**src/sifhPkg.sv**
```systemverilog
`default_nettype none

package sifhPkg;

    // hit time code and histogram sizes
    localparam int CODE_W = 10;
    localparam int BIN_W = 4;
    localparam int NUM_BINS = 16;
    localparam int COUNT_W = 8;

    // hits per phase, in or out of the window
    localparam int HITS_PER_PHASE = 32;
    localparam int HIT_CNT_W = $clog2(HITS_PER_PHASE);

    // coarse bin spans 64 codes
    localparam int COARSE_SHIFT = 6;
    // fine bin spans 4 codes inside the window
    localparam int FINE_SHIFT = 2;
    // window width in codes, one coarse bin
    localparam int WINDOW_SPAN = NUM_BINS << FINE_SHIFT;

    typedef enum logic {
        phCoarse = 1'b0,
        phFine   = 1'b1
    } phaseT;

    typedef enum logic [2:0] {
        stIdle    = 3'd0,
        stCollect = 3'd1,
        stDrain   = 3'd2,
        stScan    = 3'd3,
        stFinish  = 3'd4
    } ctrlStateT;

endpackage

`default_nettype wire

```
**src/binMapper.sv**
```systemverilog
`timescale 1ns/1ps
`default_nettype none

module binMapper (
    input  wire                          clk,
    input  wire                          rstN,
    input  wire                          wrEn,
    input  wire  [sifhPkg::CODE_W-1:0]   roughData,
    input  wire                          acqReady,
    input  wire  sifhPkg::phaseT         phase,
    input  wire  [sifhPkg::CODE_W-1:0]   windowBase,
    output logic                         hitValid,
    output logic [sifhPkg::BIN_W-1:0]    hitBin
);
    import sifhPkg::*;

    logic [CODE_W-1:0] offset;
    logic              inWindow;
    logic              accept;
    logic [BIN_W-1:0]  coarseBin;
    logic [BIN_W-1:0]  fineBin;

    // distance from the lower window edge, wraps when below it
    assign offset = roughData - windowBase;
    assign inWindow = (roughData >= windowBase) && (offset < CODE_W'(WINDOW_SPAN));

    // hits only count while the controller collects
    assign accept = wrEn && acqReady;

    // top bits of the code pick the coarse bin
    assign coarseBin = BIN_W'(roughData >> COARSE_SHIFT);
    // offset / 4 inside the window
    assign fineBin = BIN_W'(offset >> FINE_SHIFT);

    always_ff @(posedge clk) begin
        if (!rstN) begin
            hitValid <= 1'b0;
        end else begin
            // fine hits outside the window are dropped here
            hitValid <= accept && ((phase == phCoarse) || inWindow);
        end
    end

    // bin index is payload, no reset
    always_ff @(posedge clk) begin
        if (accept) begin
            hitBin <= (phase == phCoarse) ? coarseBin : fineBin;
        end
    end

endmodule

`default_nettype wire

```
**src/histogramRam.sv**
```systemverilog
`timescale 1ns/1ps
`default_nettype none

module histogramRam (
    input  wire                          clk,
    input  wire                          rstN,
    input  wire                          hitValid,
    input  wire  [sifhPkg::BIN_W-1:0]    hitBin,
    input  wire                          clearAll,
    input  wire                          scanStart,
    output logic                         scanValid,
    output logic [sifhPkg::BIN_W-1:0]    scanBin,
    output logic [sifhPkg::COUNT_W-1:0]  scanCount
);
    import sifhPkg::*;

    logic [COUNT_W-1:0] binCount [NUM_BINS];
    logic               binFull;
    logic               lastBin;

    // counter already at 255, stays there
    assign binFull = (binCount[hitBin] == {COUNT_W{1'b1}});
    assign lastBin = (scanBin == BIN_W'(NUM_BINS - 1));

    // counter array, cleared by the controller before each phase
    always_ff @(posedge clk) begin
        if (clearAll) begin
            for (int i = 0; i < NUM_BINS; i++) begin
                binCount[i] <= '0;
            end
        end else if (hitValid && !binFull) begin
            binCount[hitBin] <= binCount[hitBin] + 1'b1;
        end
    end

    // readout walks bins 0..15, one per cycle
    always_ff @(posedge clk) begin
        if (!rstN) begin
            scanValid <= 1'b0;
            scanBin <= '0;
        end else if (scanStart) begin
            scanValid <= 1'b1;
            scanBin <= '0;
        end else if (scanValid) begin
            if (lastBin) begin
                scanValid <= 1'b0;
            end
            scanBin <= scanBin + 1'b1;
        end
    end

    // count of the bin currently on the scan port
    assign scanCount = binCount[scanBin];

    // drain must have emptied the mapper pipeline before the scan
    assert property (@(posedge clk) disable iff (!rstN)
        scanValid |-> !hitValid)
        else $error("hitValid during histogram scan");

    // a late hit must not land on a cleared histogram
    assert property (@(posedge clk) disable iff (!rstN)
        !(clearAll && hitValid))
        else $error("clearAll and hitValid in the same cycle");

endmodule

`default_nettype wire

```
**src/peakSearch.sv**
```systemverilog
`timescale 1ns/1ps
`default_nettype none

module peakSearch (
    input  wire                          clk,
    input  wire                          rstN,
    input  wire                          scanValid,
    input  wire  [sifhPkg::BIN_W-1:0]    scanBin,
    input  wire  [sifhPkg::COUNT_W-1:0]  scanCount,
    output logic                         peakDone,
    output logic [sifhPkg::BIN_W-1:0]    peakBin
);
    import sifhPkg::*;

    logic [COUNT_W-1:0] maxCount;
    logic [BIN_W-1:0]   maxBin;
    logic               scanValidQ;
    logic               firstBeat;
    logic               lastBeat;
    logic               takeNew;

    assign firstBeat = scanValid && !scanValidQ;
    assign lastBeat = scanValid && (scanBin == BIN_W'(NUM_BINS - 1));

    // strictly greater only, so equal counts keep the lower bin
    assign takeNew = firstBeat || (scanCount > maxCount);

    always_ff @(posedge clk) begin
        if (!rstN) begin
            scanValidQ <= 1'b0;
            peakDone <= 1'b0;
        end else begin
            scanValidQ <= scanValid;
            peakDone <= lastBeat;
        end
    end

    // running maximum over the scan
    always_ff @(posedge clk) begin
        if (scanValid && takeNew) begin
            maxCount <= scanCount;
            maxBin <= scanBin;
        end
    end

    // result held until the end of the next scan
    always_ff @(posedge clk) begin
        if (lastBeat) begin
            peakBin <= takeNew ? scanBin : maxBin;
        end
    end

    // readout must be a gapless 0..15 walk
    assert property (@(posedge clk) disable iff (!rstN)
        (scanValid && $past(scanValid)) |-> (scanBin == BIN_W'($past(scanBin) + 1'b1)))
        else $error("scanBin out of order");

endmodule

`default_nettype wire

```
**src/histogramControl.sv**
```systemverilog
`timescale 1ns/1ps
`default_nettype none

module histogramControl (
    input  wire                          clk,
    input  wire                          rstN,
    input  wire                          start,
    input  wire                          wrEn,
    input  wire                          peakDone,
    input  wire  [sifhPkg::BIN_W-1:0]    peakBin,
    output logic                         acqReady,
    output sifhPkg::phaseT               phase,
    output logic [sifhPkg::CODE_W-1:0]   windowBase,
    output logic                         clearAll,
    output logic                         scanStart,
    output logic [sifhPkg::BIN_W-1:0]    peakCoarse,
    output logic [sifhPkg::CODE_W-1:0]   peakCode,
    output logic                         resultValid
);
    import sifhPkg::*;

    ctrlStateT            state;
    logic [HIT_CNT_W-1:0] hitCnt;
    logic                 drainWait;
    logic                 hitSeen;
    logic                 lastHit;

    assign hitSeen = wrEn && acqReady;
    assign lastHit = (hitCnt == HIT_CNT_W'(HITS_PER_PHASE - 1));

    always_ff @(posedge clk) begin
        if (!rstN) begin
            state <= stIdle;
            phase <= phCoarse;
            acqReady <= 1'b0;
            clearAll <= 1'b0;
            scanStart <= 1'b0;
            resultValid <= 1'b0;
            hitCnt <= '0;
            drainWait <= 1'b0;
            peakCoarse <= '0;
            windowBase <= '0;
            peakCode <= '0;
        end else begin
            // single-cycle pulses
            clearAll <= 1'b0;
            scanStart <= 1'b0;
            resultValid <= 1'b0;
            case (state)
                stIdle: begin
                    if (start) begin
                        clearAll <= 1'b1;
                        phase <= phCoarse;
                        acqReady <= 1'b1;
                        hitCnt <= '0;
                        state <= stCollect;
                    end
                end
                stCollect: begin
                    // out-of-window fine hits count here as well
                    if (hitSeen) begin
                        if (lastHit) begin
                            acqReady <= 1'b0;
                            hitCnt <= '0;
                            drainWait <= 1'b0;
                            state <= stDrain;
                        end else begin
                            hitCnt <= hitCnt + 1'b1;
                        end
                    end
                end
                stDrain: begin
                    // two cycles, last mapper hit lands in the RAM meanwhile
                    if (!drainWait) begin
                        drainWait <= 1'b1;
                        scanStart <= 1'b1;
                    end else begin
                        state <= stScan;
                    end
                end
                stScan: begin
                    if (peakDone) begin
                        if (phase == phCoarse) begin
                            // window = coarse peak bin * 64
                            peakCoarse <= peakBin;
                            windowBase <= CODE_W'(peakBin) << COARSE_SHIFT;
                            clearAll <= 1'b1;
                            phase <= phFine;
                            acqReady <= 1'b1;
                            state <= stCollect;
                        end else begin
                            peakCode <= windowBase + (CODE_W'(peakBin) << FINE_SHIFT);
                            resultValid <= 1'b1;
                            state <= stFinish;
                        end
                    end
                end
                stFinish: begin
                    state <= stIdle;
                end
                default: begin
                    state <= stIdle;
                end
            endcase
        end
    end

    // hits only accepted while collecting
    assert property (@(posedge clk) disable iff (!rstN)
        acqReady |-> (state == stCollect))
        else $error("acqReady outside collect state");

endmodule

`default_nettype wire

```
**src/sifhTop.sv**
```systemverilog
`timescale 1ns/1ps
`default_nettype none

module sifhTop (
    input  wire                          clk,
    input  wire                          rstN,
    input  wire                          start,
    input  wire                          wrEn,
    input  wire  [sifhPkg::CODE_W-1:0]   roughData,
    output logic                         acqReady,
    output logic [sifhPkg::BIN_W-1:0]    peakCoarse,
    output logic [sifhPkg::CODE_W-1:0]   peakCode,
    output logic                         resultValid
);
    import sifhPkg::*;

    // controller to mapper
    phaseT              phase;
    logic [CODE_W-1:0]  windowBase;

    // mapper to histogram
    logic               hitValid;
    logic [BIN_W-1:0]   hitBin;

    // controller to histogram
    logic               clearAll;
    logic               scanStart;

    // histogram readout
    logic               scanValid;
    logic [BIN_W-1:0]   scanBin;
    logic [COUNT_W-1:0] scanCount;

    // peak back to the controller
    logic               peakDone;
    logic [BIN_W-1:0]   peakBin;

    binMapper uBinMapper (
        .clk        (clk),
        .rstN       (rstN),
        .wrEn       (wrEn),
        .roughData  (roughData),
        .acqReady   (acqReady),
        .phase      (phase),
        .windowBase (windowBase),
        .hitValid   (hitValid),
        .hitBin     (hitBin)
    );

    histogramRam uHistogramRam (
        .clk       (clk),
        .rstN      (rstN),
        .hitValid  (hitValid),
        .hitBin    (hitBin),
        .clearAll  (clearAll),
        .scanStart (scanStart),
        .scanValid (scanValid),
        .scanBin   (scanBin),
        .scanCount (scanCount)
    );

    peakSearch uPeakSearch (
        .clk       (clk),
        .rstN      (rstN),
        .scanValid (scanValid),
        .scanBin   (scanBin),
        .scanCount (scanCount),
        .peakDone  (peakDone),
        .peakBin   (peakBin)
    );

    histogramControl uHistogramControl (
        .clk         (clk),
        .rstN        (rstN),
        .start       (start),
        .wrEn        (wrEn),
        .peakDone    (peakDone),
        .peakBin     (peakBin),
        .acqReady    (acqReady),
        .phase       (phase),
        .windowBase  (windowBase),
        .clearAll    (clearAll),
        .scanStart   (scanStart),
        .peakCoarse  (peakCoarse),
        .peakCode    (peakCode),
        .resultValid (resultValid)
    );

endmodule

`default_nettype wire

```
**config.mk**
```make
export PLATFORM = sky130hd
export DESIGN_NAME = sifhTop
export DESIGN_NICKNAME = d
export VERILOG_FILES = /design/src/sifhPkg.sv /design/src/binMapper.sv /design/src/histogramRam.sv /design/src/peakSearch.sv /design/src/histogramControl.sv /design/src/sifhTop.sv
export SDC_FILE = /design/constraint.sdc
export NUM_CORES = 1
export LEC_CHECK = 0
export ABC_AREA = 1
export BUFFER_PORTS_ARGS = -buffer_cell sky130_fd_sc_hd__buf_2
export CAP_MARGIN = 0
export CELL_PAD_IN_SITES_DETAIL_PLACEMENT = 0
export CELL_PAD_IN_SITES_GLOBAL_PLACEMENT = 1
export CORE_ASPECT_RATIO = 0.7
export CORE_MARGIN = 2
export CORE_UTILIZATION = 32
export CTS_BUF_LIST = sky130_fd_sc_hd__clkbuf_16
export CTS_CLUSTER_SIZE = 12
export DETAILED_ROUTE_END_ITERATION = 6
export GPL_TIMING_DRIVEN = 0
export MAX_ROUTING_LAYER = met4
export PLACE_DENSITY_LB_ADDON = 0.25
export SYNTH_ARGS = -nofsm -noshare
export SYNTH_HDL_FRONTEND = slang
export SYNTH_SLANG_ARGS = --single-unit
```
**constraint.sdc**
```tcl
create_clock -name clk -period 4.3 [get_ports clk]
set_input_delay 0.215 -clock clk [delete_from_list [all_inputs] [get_ports clk]]
set_output_delay 0.215 -clock clk [all_outputs]
set_load 0.05 [all_outputs]
```
* Word level (Yosys, flattened, before mapping)
Memories as Yosys holds them, arrays and structs flattened. A register that Yosys moved wholly into a read port is not among the register bits.
Cells that the tools add are included.
** Cells by class
- Add/sub/neg operators :: 5
- Magnitude comparators :: 3
- Eq/ne operators :: 12
- Multiplexer cells :: 43
- Bitwise operators :: 2
- Reductions and logical operators :: 27
** Operators with widths (number)
- $mux 4 :: 6
- $mux 1 :: 21
- $mux 3 :: 6
- $reduce_and 3->1 :: 6
- $mux 5 :: 3
- $pmux 3 s4 :: 1
- $add 10x6->10 :: 1
- $ge 10x10->1 :: 1
- $lt 10x7->1 const B :: 1
- $pmux 5 s2 :: 1
- $sub 10x10->10 :: 1
- $add 8x1->8 const B :: 1
- $eq 8x8->1 const B :: 1
- $gt 8x8->1 :: 1
- $mux 8 :: 1
- $ne 2x2->1 const B :: 4
- $reduce_or 8->1 :: 1
- $logic_and 1x1->1 :: 7
- $eq 3x2->1 const B :: 2
- $pmux 1 s2 :: 3
- $reduce_and 6->1 :: 1
- $reduce_bool 2->1 :: 3
- $add 5x1->5 const B :: 1
- $eq 5x5->1 const B :: 1
- 13 further kinds :: 17
** Word-level totals
- Bits in registers :: 56
- Bits in writable memories :: 128
- Logic and storage cells :: 112
- Memories kept :: 1
** Memories
- uHistogramRam.binCount :: words 16, bits a word 8, rd ports 2, clocked after Yosys merged registers in 2, write ports 16, RTL line histogramRam.sv:17 : logic [COUNT_W-1:0] binCount [NUM_BINS];

* Longest topological paths before layout
Gate-level depths: netlist (run 1).
- Depth after elaboration :: 8
- Depth in mapped cells :: 19
- Gate-level depth less buffers :: 18

* Hierarchy
Synthesis (run 1) repeated with hierarchy kept, for this count alone.
** Unflattened totals
- Cells, all modules :: 1351
- Area, all modules :: 10837.9 sq um
** By module, submodules not included
- histogramRam :: times used 1, cells an instance 974, area each 7990.2 sq um
- histogramControl :: times used 1, cells an instance 159, area each 1176.1 sq um
- peakSearch :: times used 1, cells an instance 76, area each 863.3 sq um
- binMapper :: times used 1, cells an instance 142, area each 808.3 sq um

* Least setup slack after synthesis (run 1)
OpenSTA, ideal clock, no wires.
- Path kind :: reg-to-reg
- Start point :: register with a tool-made name
- End point :: register uPeakSearch.maxBin[0] (enable)
- Setup time :: 0.380 ns
- Arrival time :: 2.944 ns
- Setup slack :: 0.975 ns
- Stages on the path, launching flop included :: 16
- Buffers on the path :: 3
- Period minus slack after synthesis :: 3.325 ns
- Cells stage by stage :: dfxtp_1 clkbuf_1 clkbuf_1 buf_1 a21oi_1 o221ai_1 o21ai_0 ha_1 nand2_1 o21ai_0 nand2_1 o211ai_1 nand2_1 o21ai_0 inv_1 nor2_1
** RTL lines
- end signal: assignment :: RTL line peakSearch.sv:42 : maxBin <= scanBin;
- end: declaration :: RTL line peakSearch.sv:16 : logic [BIN_W-1:0] maxBin;

==> metrics.txt, run 1 <==
run status=finished, final reports clean; Longest Clk Path Bufs=2; die area=0.0337 mm2; wire per inst=22.6 um; Hold Buf Count CTS=0; P per Cell Area=645 mW/mm2; data required time of the critical path=4.39 ns; vias per cell=5.21; via count of the routed design=8941; Area Overhead vs Synth=12.1%; Worst setup SP type=flop; Fill cells=3273; Flop pwr share=0.367; CP max FO=10; Sw Share=0.450; vias in the first global route=8120; routability congestion estimate=0.962; peak supply drop=0.000330 V; RSZ-0062 raised after global routing=no; diodes inserted=0; post-route ant nets=0; CTS HTree Levels=4; Mapped Cells=1239; Final Max Tran Viols=0; post-layout util=0.368; clock network fraction of design power=0.208; synthesized area=0.0103 mm2; Initial Utilization=0.328; crit path capture type=flop; HP Class=primary input to flop; TritonRoute pass-1 iters=5; Final #Nets=1314; first-pass GRT wire length=55.5 mm; main flop type after synthesis=edfxtp_1; post-CTS sizing=3; Post-synth EDFFs=148; Sw Pwr=3360 uW; share of layout cells above drive strength 1=0.106; clock sink count=190; # DRC=0; YS warnings=0; initial DRC count=1181; post-place setup slack=-0.501 ns; core area=0.0314 mm2; flip-flop and latch count after synthesis=190; final wirelength=38.7 mm; Comb power frac=0.425; Tightest Pin Transition=0.899 ns; slack of the critical path=0.110 ns; initial antenna violation count=0; final setup skew=0.0106 ns; Die H=154 um; post-synthesis sequential area ratio=0.512; Leakage=0.00479 uW; post-route insts no fill=1717; pin count of the biggest net entering global routing=17; final hold vios=0; Slew headroom=0.401; Tot Pwr=7460 uW; clk root buf=clkbuf_16; Ports=30; Clk Latency, worst-skew pair=0.46 ns; max-cap violations=0; Global Route Usage Sum=0.241; CTS tree=built; placed cells=1685; ys async rst share=0; ratio of final minimum period to clock period=0.975; GR Overflow Total=0; WS Path Type=flop to flop; fin crit period=4.19 ns; die width=219 um; number of buffers created by CTS=17; postcts setup bufs=0; internal power=4100 uW; clock slew seen by the registers of the worst setup and hold paths=0.07 ns; mean post-synth cell area=8.33 um2; Core Rows=54; DP HPWL=28.8 mm; Final setup violation count=0; Worst EP arrival=4.28 ns; Unique masters post-synth=44; Max Freq=0.239 GHz; # port buffers=25
## area by class of cell
cell class	count	area [um2]	share of cell area
Buffer	65	405	0.0351
Timing Repair Buffer	25	125	0.0108
Tap cell	420	526	0.0454
Clock inverter	14	115	0.00995
Inverter	158	596	0.0515
Sequential cell	190	5290	0.457
Multi-Input combinational cell	827	4060	0.351
Clock buffer	18	450	0.0389
## layout by cell type (no fill, tap or decap), types with 11 or more instances in the layout
cell type / netlist / routed
o211ai_1: 13 / 13
nor2_1: 216 / 215
o21ai_0: 95 / 94
nand2_1: 231 / 230
nand3_1: 94 / 94
ha_1: 16 / 16
a21oi_1: 84 / 84
edfxtp_1: 148 / 148
buf_2: 11 / 38
o221ai_1: 12 / 12
nand3_4: 12 / 12
inv_1: 153 / 154
dfxtp_1: 42 / 42
buf_6: 11 / 11
clkbuf_16: 0 / 18
clkbuf_1: 28 / 19
## worst paths after layout
check	from	end	slack, ns	cells after the start
worst max-delay path	flop	uHistogramRam.binCount[12][3]	0.11	12
worst min-delay path	rstN	uHistogramControl.hitCnt[1]	0.17	3
worst max register to register	flop	uHistogramRam.binCount[12][3]	0.11	12
worst min register to register	uHistogramRam.scanBin[3]	uPeakSearch.maxBin[3]	0.44	0
## worst max-delay path, cell delays in order, from the launching register on
cell	delay, ns
dfxtp_1	0.37
clkbuf_1	0.58
inv_1	0.37
nand3_1	0.20
nand2_2	0.25
clkbuf_2	0.43
ha_1	0.37
nand3_4	0.14
inv_2	0.05
nand2_4	0.16
buf_12	0.20
nand3_4	0.19
nand2_1	0.46
## per-layer routing
| layer | wire length [um] | track usage | part of all wire |
|---|---|---|---|
| met1 | 19500 | 0.374 | 0.50 |
| met2 | 14800 | 0.299 | 0.38 |
| met3 | 3970 | 0.0718 | 0.10 |
| met4 | 381 | 0.0528 | 0.0098 |
| met5 | 0 | - | 0 |
## through the flow
| stage | hold slack [ns] | cell area (um2) | setup TNS [ns] |
|---|---|---|---|
| finish | 0.169 | 11600 | 0 |
| global route | 0.159 | 11600 | 0 |
| CTS | 0.145 | 11500 | 0 |
| detailed placement | 0.423 | 11000 | -6.01 |
| global placement | 0.414 | 11000 | -6.83 |
| floorplan | 0.408 | 10300 | 0 |
## sequential cells by signal, summed over array words and instances, names as in the netlist, named ones only
register                       flops
uHistogramControl.peakCode         8
uBinMapper.hitBin                  4
uPeakSearch.scanValidQ             1
uHistogramControl.phase            1
uBinMapper.hitValid                1
uPeakSearch.peakDone               1
uPeakSearch.peakBin                4
uHistogramRam.binCount           128
uHistogramControl.hitCnt           5
uHistogramRam.scanBin              4
uHistogramControl.scanStart        1
uHistogramControl.state            3
uHistogramControl.resultValid      1
uPeakSearch.maxCount               8
uHistogramControl.peakCoarse       4
uHistogramControl.acqReady         1
uHistogramControl.clearAll         1
uHistogramRam.scanValid            1
uPeakSearch.maxBin                 4
uHistogramControl.drainWait        1
## cells in the mapped netlist (2+ instances only)
cell type / instances / area [um2]
o221ai_1: 12 / 105
nand2_1: 231 / 867
nor3_1: 9 / 45.0
o22ai_1: 2 / 12.5
or2_1: 3 / 18.8
o211ai_1: 13 / 97.6
xor2_1: 2 / 17.5
clkinv_1: 2 / 7.51
nand3_1: 94 / 470
buf_6: 11 / 124
o21ai_0: 95 / 475
buf_1: 5 / 18.8
buf_4: 9 / 67.6
nor2_1: 216 / 811
or2_2: 4 / 25.0
buf_2: 11 / 55.1
o21bai_1: 2 / 15.0
nand2_2: 5 / 31.3
a211oi_1: 2 / 15.0
nand3_2: 6 / 60.1
nand3_4: 12 / 210
nor2_2: 2 / 12.5
a21oi_1: 84 / 420
ha_1: 16 / 200
or2_0: 3 / 18.8
clkbuf_1: 28 / 105
edfxtp_1: 148 / 4440
inv_2: 2 / 7.51
dfxtp_1: 42 / 841
nand2_4: 2 / 22.5
inv_1: 153 / 574
## power groups by stage
stage	Sequential, uW	Clock, uW	Combinational (uW)
after floorplan	2670	0	1900
after global placement	2760	0	3050
after detailed placement	2770	0	3050
after CTS	2730	1580	3070
after global routing	2770	1660	3410
final	2740	1550	3170
## kinds of logic after synthesis
logic type                 Yosys count  share of synthesized area
other                                1                   0.000363
buffers and inverters              223                     0.0955
xor gates and xnor gates             4                    0.00521
DFF                                190                      0.512
adders and majority gates           16                     0.0194
AOI/OAI and AO/OA                  215                      0.114
and+or+nand+nor                    590                      0.253
(Power assumes the default switching activity.)
==> run 2: changes to the inputs <==
- PLACE_DENSITY: unset -> 0.68
- PLACE_DENSITY_LB_ADDON: 0.25 -> unset
==> run 2 against run 1 <==
Against the previous run: sequential power about the same; largest power group unchanged; die area unchanged; worst setup slack better by 0.070 ns; highest routed layer unchanged; register-to-register slack better by 0.07 ns.
==> metrics.txt, run 2 (synthesized netlist as in run 1, its figures left out) <==
routability congestion estimate=1.04; Worst setup SP type=flop; Fill cells=3315; die width=219 um; crit path capture type=flop; Global Route Usage Sum=0.241; data required time of the critical path=4.43 ns; DP HPWL=29.0 mm; post-route ant nets=0; Reg2Reg Capture Point=uPeakSearch.maxCount[2]; most common cell after layout, fill and taps aside=nand2_1; Sw Pwr=3430 uW; end of the critical path=uPeakSearch.maxCount[2]; wire per inst=22.4 um; Initial Utilization=0.328; die area=0.0337 mm2; CTS tree=built; Area Overhead vs Synth=12.6%; final hold vios=0; CP max FO=12; slack of the critical path=0.179 ns; Tightest Pin Transition=0.920 ns; Leakage=0.00481 uW; Final Cell Area=0.0116 mm2; GR Overflow Total=0; pin count of the biggest net entering global routing=19; P per Cell Area=654 mW/mm2; vias per cell=5.23; core area=0.0314 mm2; via count of the routed design=8986; Final Max Tran Viols=0; Worst EP arrival=4.25 ns; WS Path Type=flop to flop; Longest Clk Path Bufs=2; post-CTS sizing=6; Ports=30; Comb power frac=0.422; share of layout cells above drive strength 1=0.106; post-place setup slack=-0.656 ns; WHS=0.0618 ns; Largest regs=uHistogramRam.binCount x128, uHistogramControl.peakCode x8, uPeakSearch.maxCount x8; FF-to-FF setup slack=0.18 ns; # port buffers=25; Final #Nets=1314; area post-placement=0.0110 mm2; max FFs per register=128; Slew headroom=0.386; ratio of final minimum period to clock period=0.958; HP Class=primary input to flop; clock network fraction of design power=0.219; Clk Latency, worst-skew pair=0.47 ns; final wirelength=38.5 mm; Final setup violation count=0; WHS Path Cells=3; postcts setup bufs=0; Max Freq=0.243 GHz; area occupied by multi-input gates=0.00406 mm2; Core Rows=54; Hold Buf Count CTS=0; RSZ-0062 raised after global routing=no; peak supply drop=0.000286 V; final setup skew=0.0178 ns; number of buffers created by CTS=17; internal power=4160 uW; FF-to-FF path depth=15; Die H=154 um; Sw Share=0.452; fin crit period=4.12 ns; CTS HTree Levels=4; run status=finished, final reports clean; Most flops, register=uHistogramRam.binCount; Flop pwr share=0.359; first-pass GRT wire length=55.5 mm; Reg area=0.00529 mm2; commonest cells after routing, fill and taps aside=nand2_1, nor2_1, inv_1, edfxtp_1, o21ai_0; TritonRoute pass-1 iters=6; max-cap violations=0; clock slew seen by the registers of the worst setup and hold paths=0.08 ns; vias in the first global route=8119; clock sink count=190; initial DRC count=1085; initial antenna violation count=0; clk root buf=clkbuf_16; # DRC=0
## run 2: changes by cell type in the layout (fill, tap and decap cells not counted), sizes merged
cell | before | now
buf | 61 | 62
clkinv | 10 | 7
diode | 0 | 1
inv | 161 | 163
## run 2: worst min-delay path by stage
stage / to / startpoint / slack, ns
floorplan: uPeakSearch.maxBin[3] / uHistogramRam.scanBin[3] / 0.41
global placement: uPeakSearch.maxBin[3] / uHistogramRam.scanBin[3] / 0.41
detailed placement: uPeakSearch.maxBin[3] / uHistogramRam.scanBin[3] / 0.41
CTS: uBinMapper.hitBin[1] / roughData[3] / 0.03
global route: uBinMapper.hitBin[1] / roughData[3] / 0.06
finish: uBinMapper.hitBin[1] / roughData[3] / 0.06
## run 2: final cells by class
class | instances | share of cell area
repair buffers | 25 | 0.0108
multi-input cells | 827 | 0.350
plain buffers | 65 | 0.0350
clock inverters | 13 | 0.0121
well taps | 420 | 0.0452
diodes | 1 | 0.000215
flip-flops and latches | 190 | 0.455
clock buffers | 19 | 0.0409
inverters | 158 | 0.0513
## run 2: power groups by stage
stage               combinational, uW  clock, uW  sequential [uW]
global placement                 3070          0             2750
CTS                              3100       1690             2720
global route                     3440       1770             2760
finish                           3210       1660             2720
detailed placement               3080          0             2760
floorplan                        1900          0             2670
## run 2: per-stage QoR
step | util | setup TNS (ns) | cells | power (uW)
after global placement | 0.349 | -7.03 | 1685 | 5820
after detailed placement | 0.349 | -7.87 | 1685 | 5830
final | 0.370 | 0 | 1718 | 7600
after global routing | 0.370 | 0 | 1717 | 7960
after floorplan | - | 0 | 1240 | 4570
after CTS | 0.369 | 0 | 1717 | 7510
## run 2: layer usage
| metal | routed length (um) | share of wire | track usage | up-vias |
|---|---|---|---|---|
| met1 | 18700 | 0.48 | 0.364 | 4307 |
| met5 | 0 | 0 | - | - |
| met4 | 612 | 0.016 | 0.0590 | 0 |
| met2 | 14300 | 0.37 | 0.293 | 448 |
| met3 | 4920 | 0.13 | 0.0918 | 48 |
| li1 | - | - | - | 4183 |
## run 2: critical path, stage by stage (launching register included)
cell and delay (ns):
dfxtp_1 0.34, clkbuf_1 0.38, clkbuf_2 0.39, buf_2 0.42, a21oi_1 0.13, o221ai_1 0.29, o21ai_0 0.39, ha_1 0.45
nand2_1 0.06, nor2_1 0.13, nand2_1 0.07, o211ai_1 0.08, nand2_1 0.09, o21ai_0 0.08, inv_1 0.16, nor2_4 0.31
==> run 3: changes to the inputs <==
- RECOVER_POWER: unset -> 50
- TNS_END_PERCENT: unset -> 30
==> run 3 against run 2 <==
Against the previous run: combinational power barely moved; global-route usage unchanged; die area unchanged; via count fell by 0.18%; final area decreased by 0.95%; cell count hardly changed; largest cell class unchanged; highest routed layer unchanged.
==> metrics.txt, run 3 (synthesized netlist as in run 1, its figures left out) <==
run status=finished, final reports clean; Die H=154 um; commonest cells after routing, fill and taps aside=nand2_1, nor2_1, inv_1, edfxtp_1, nand3_1; final hold vios=0; Final #Nets=1314; core area=0.0314 mm2; post-CTS sizing=6; DP HPWL=29.0 mm; RSZ-0062 raised after global routing=no; GR Overflow Total=0; WHS Path Cells=3; slowest cell on the critical path=ha_1; fin crit period=4.09 ns; Crit path max-delay family=buffers and inverters; routability congestion estimate=1.04; Final setup violation count=0; Core Rows=54; Leakage=0.00475 uW; Global Route Usage Sum=0.241; end of the critical path=uPeakSearch.maxCount[2]; max-cap violations=0; max FFs per register=128; pin count of the biggest net entering global routing=19; crit path capture type=flop; WHS=0.0648 ns; HP Class=primary input to flop; Area Overhead vs Synth=11.5%; wire per inst=22.4 um; Ports=30; ratio of final minimum period to clock period=0.950; first-pass GRT wire length=55.5 mm; final setup skew=0.0200 ns; Max Freq=0.245 GHz; clock sink count=190; data required time of the critical path=4.43 ns; CTS tree=built; clk root buf=clkbuf_16; post-place setup slack=-0.656 ns; Reg2Reg Capture Point=uPeakSearch.maxCount[2]; die area=0.0337 mm2; CTS HTree Levels=4; TritonRoute pass-1 iters=6; most frequent CP cell=nand2_1; crit path buf inv count=4; Hold Buf Count CTS=0; clock slew seen by the registers of the worst setup and hold paths=0.08 ns; Reg area=0.00529 mm2; via count of the routed design=8970; # port buffers=25; Fill cells=3336; share of layout cells above drive strength 1=0.0879; die width=219 um; Largest regs=uHistogramRam.binCount x128, uHistogramControl.peakCode x8, uPeakSearch.maxCount x8; Most flops, register=uHistogramRam.binCount; initial antenna violation count=0; peak supply drop=0.000287 V; FF-to-FF path depth=15; Initial Utilization=0.328; P per Cell Area=659 mW/mm2; Tightest Pin Transition=0.936 ns; most common cell after layout, fill and taps aside=nand2_1; Worst setup SP type=flop; postcts setup bufs=0; post-route ant nets=0; vias per cell=5.22; slack of the critical path=0.214 ns; number of buffers created by CTS=17; Slew headroom=0.376; area occupied by multi-input gates=0.00397 mm2; final wirelength=38.4 mm; setup TNS=0 ns; diodes inserted=0; post-layout util=0.366; CP max stage delay=0.44 ns; WP depth=15; # DRC=0; Worst EP arrival=4.21 ns; WS Path Type=flop to flop; CP max FO=12; FF-to-FF setup slack=0.21 ns; crit-path cells=clkbuf_1 > clkbuf_2 > buf_2 > a21oi_1 > o221ai_1 > o21ai_0 > ha_1 > nand2_1 > nor2_1 > nand2_1 > o211ai_1 > nand2_1 > o21ai_0 > inv_1 > nor2_4; Final Max Tran Viols=0; vias in the first global route=8119; initial DRC count=1139; Clk Latency, worst-skew pair=0.47 ns; Longest Clk Path Bufs=2
[run 3: changes by cell type in the layout (fill, tap and decap cells not counted)]
| cell | change |
|---|---|
| buf_2 | -14 |
| clkbuf_1 | +14 |
| diode_2 | -1 |
| inv_1 | +1 |
| inv_2 | -1 |
| nand3_1 | +9 |
| nand3_2 | -3 |
| nand3_4 | -6 |
[run 3: report_power, final]
part           total, uW  internal, uW  switching [uW]  leakage, uW
Clock               1660           890             771     0.000304
Sequential          2730          2520             209      0.00174
Combinational       3190           754            2440      0.00270
Total               7580          4160            3420      0.00475
[run 3: tightest hold or removal path, stage by stage]
cell,delay (ns)
buf_2,0.08
nand2_1,0.05
nand2_1,0.08
[run 3: metrics by stage]
step / total power (uW) / instances / instance area [um2]
finish: 7580 / 1717 / 11500
global route: 7960 / 1717 / 11500
CTS: 7510 / 1717 / 11600
detailed placement: 5830 / 1685 / 11000
global placement: 5820 / 1685 / 11000
floorplan: 4570 / 1240 / 10300
[run 3: routing by layer]
layer	GRT usage	up-vias	wire [um]
met5	-	-	0
met4	0.0590	0	567
met3	0.0918	40	4970
met2	0.293	483	14300
met1	0.364	4275	18600
li1	-	4172	-
[run 3: layout make-up]
type | instances | area share
plain buffers | 65 | 0.0353
clock buffers | 19 | 0.0413
clock inverters | 13 | 0.0122
inverters | 158 | 0.0518
multi-input cells | 827 | 0.345
flip-flops and latches | 190 | 0.459
well taps | 420 | 0.0457
repair buffers | 25 | 0.00935
[run 3: worst min path at each step]
stage	start	endpoint	slack, ns
final	roughData[3]	uBinMapper.hitBin[1]	0.06
after global placement	uHistogramRam.scanBin[3]	uPeakSearch.maxBin[3]	0.41
after floorplan	uHistogramRam.scanBin[3]	uPeakSearch.maxBin[3]	0.41
after detailed placement	uHistogramRam.scanBin[3]	uPeakSearch.maxBin[3]	0.41
after global routing	roughData[3]	uBinMapper.hitBin[1]	0.06
after CTS	roughData[3]	uBinMapper.hitBin[1]	0.03
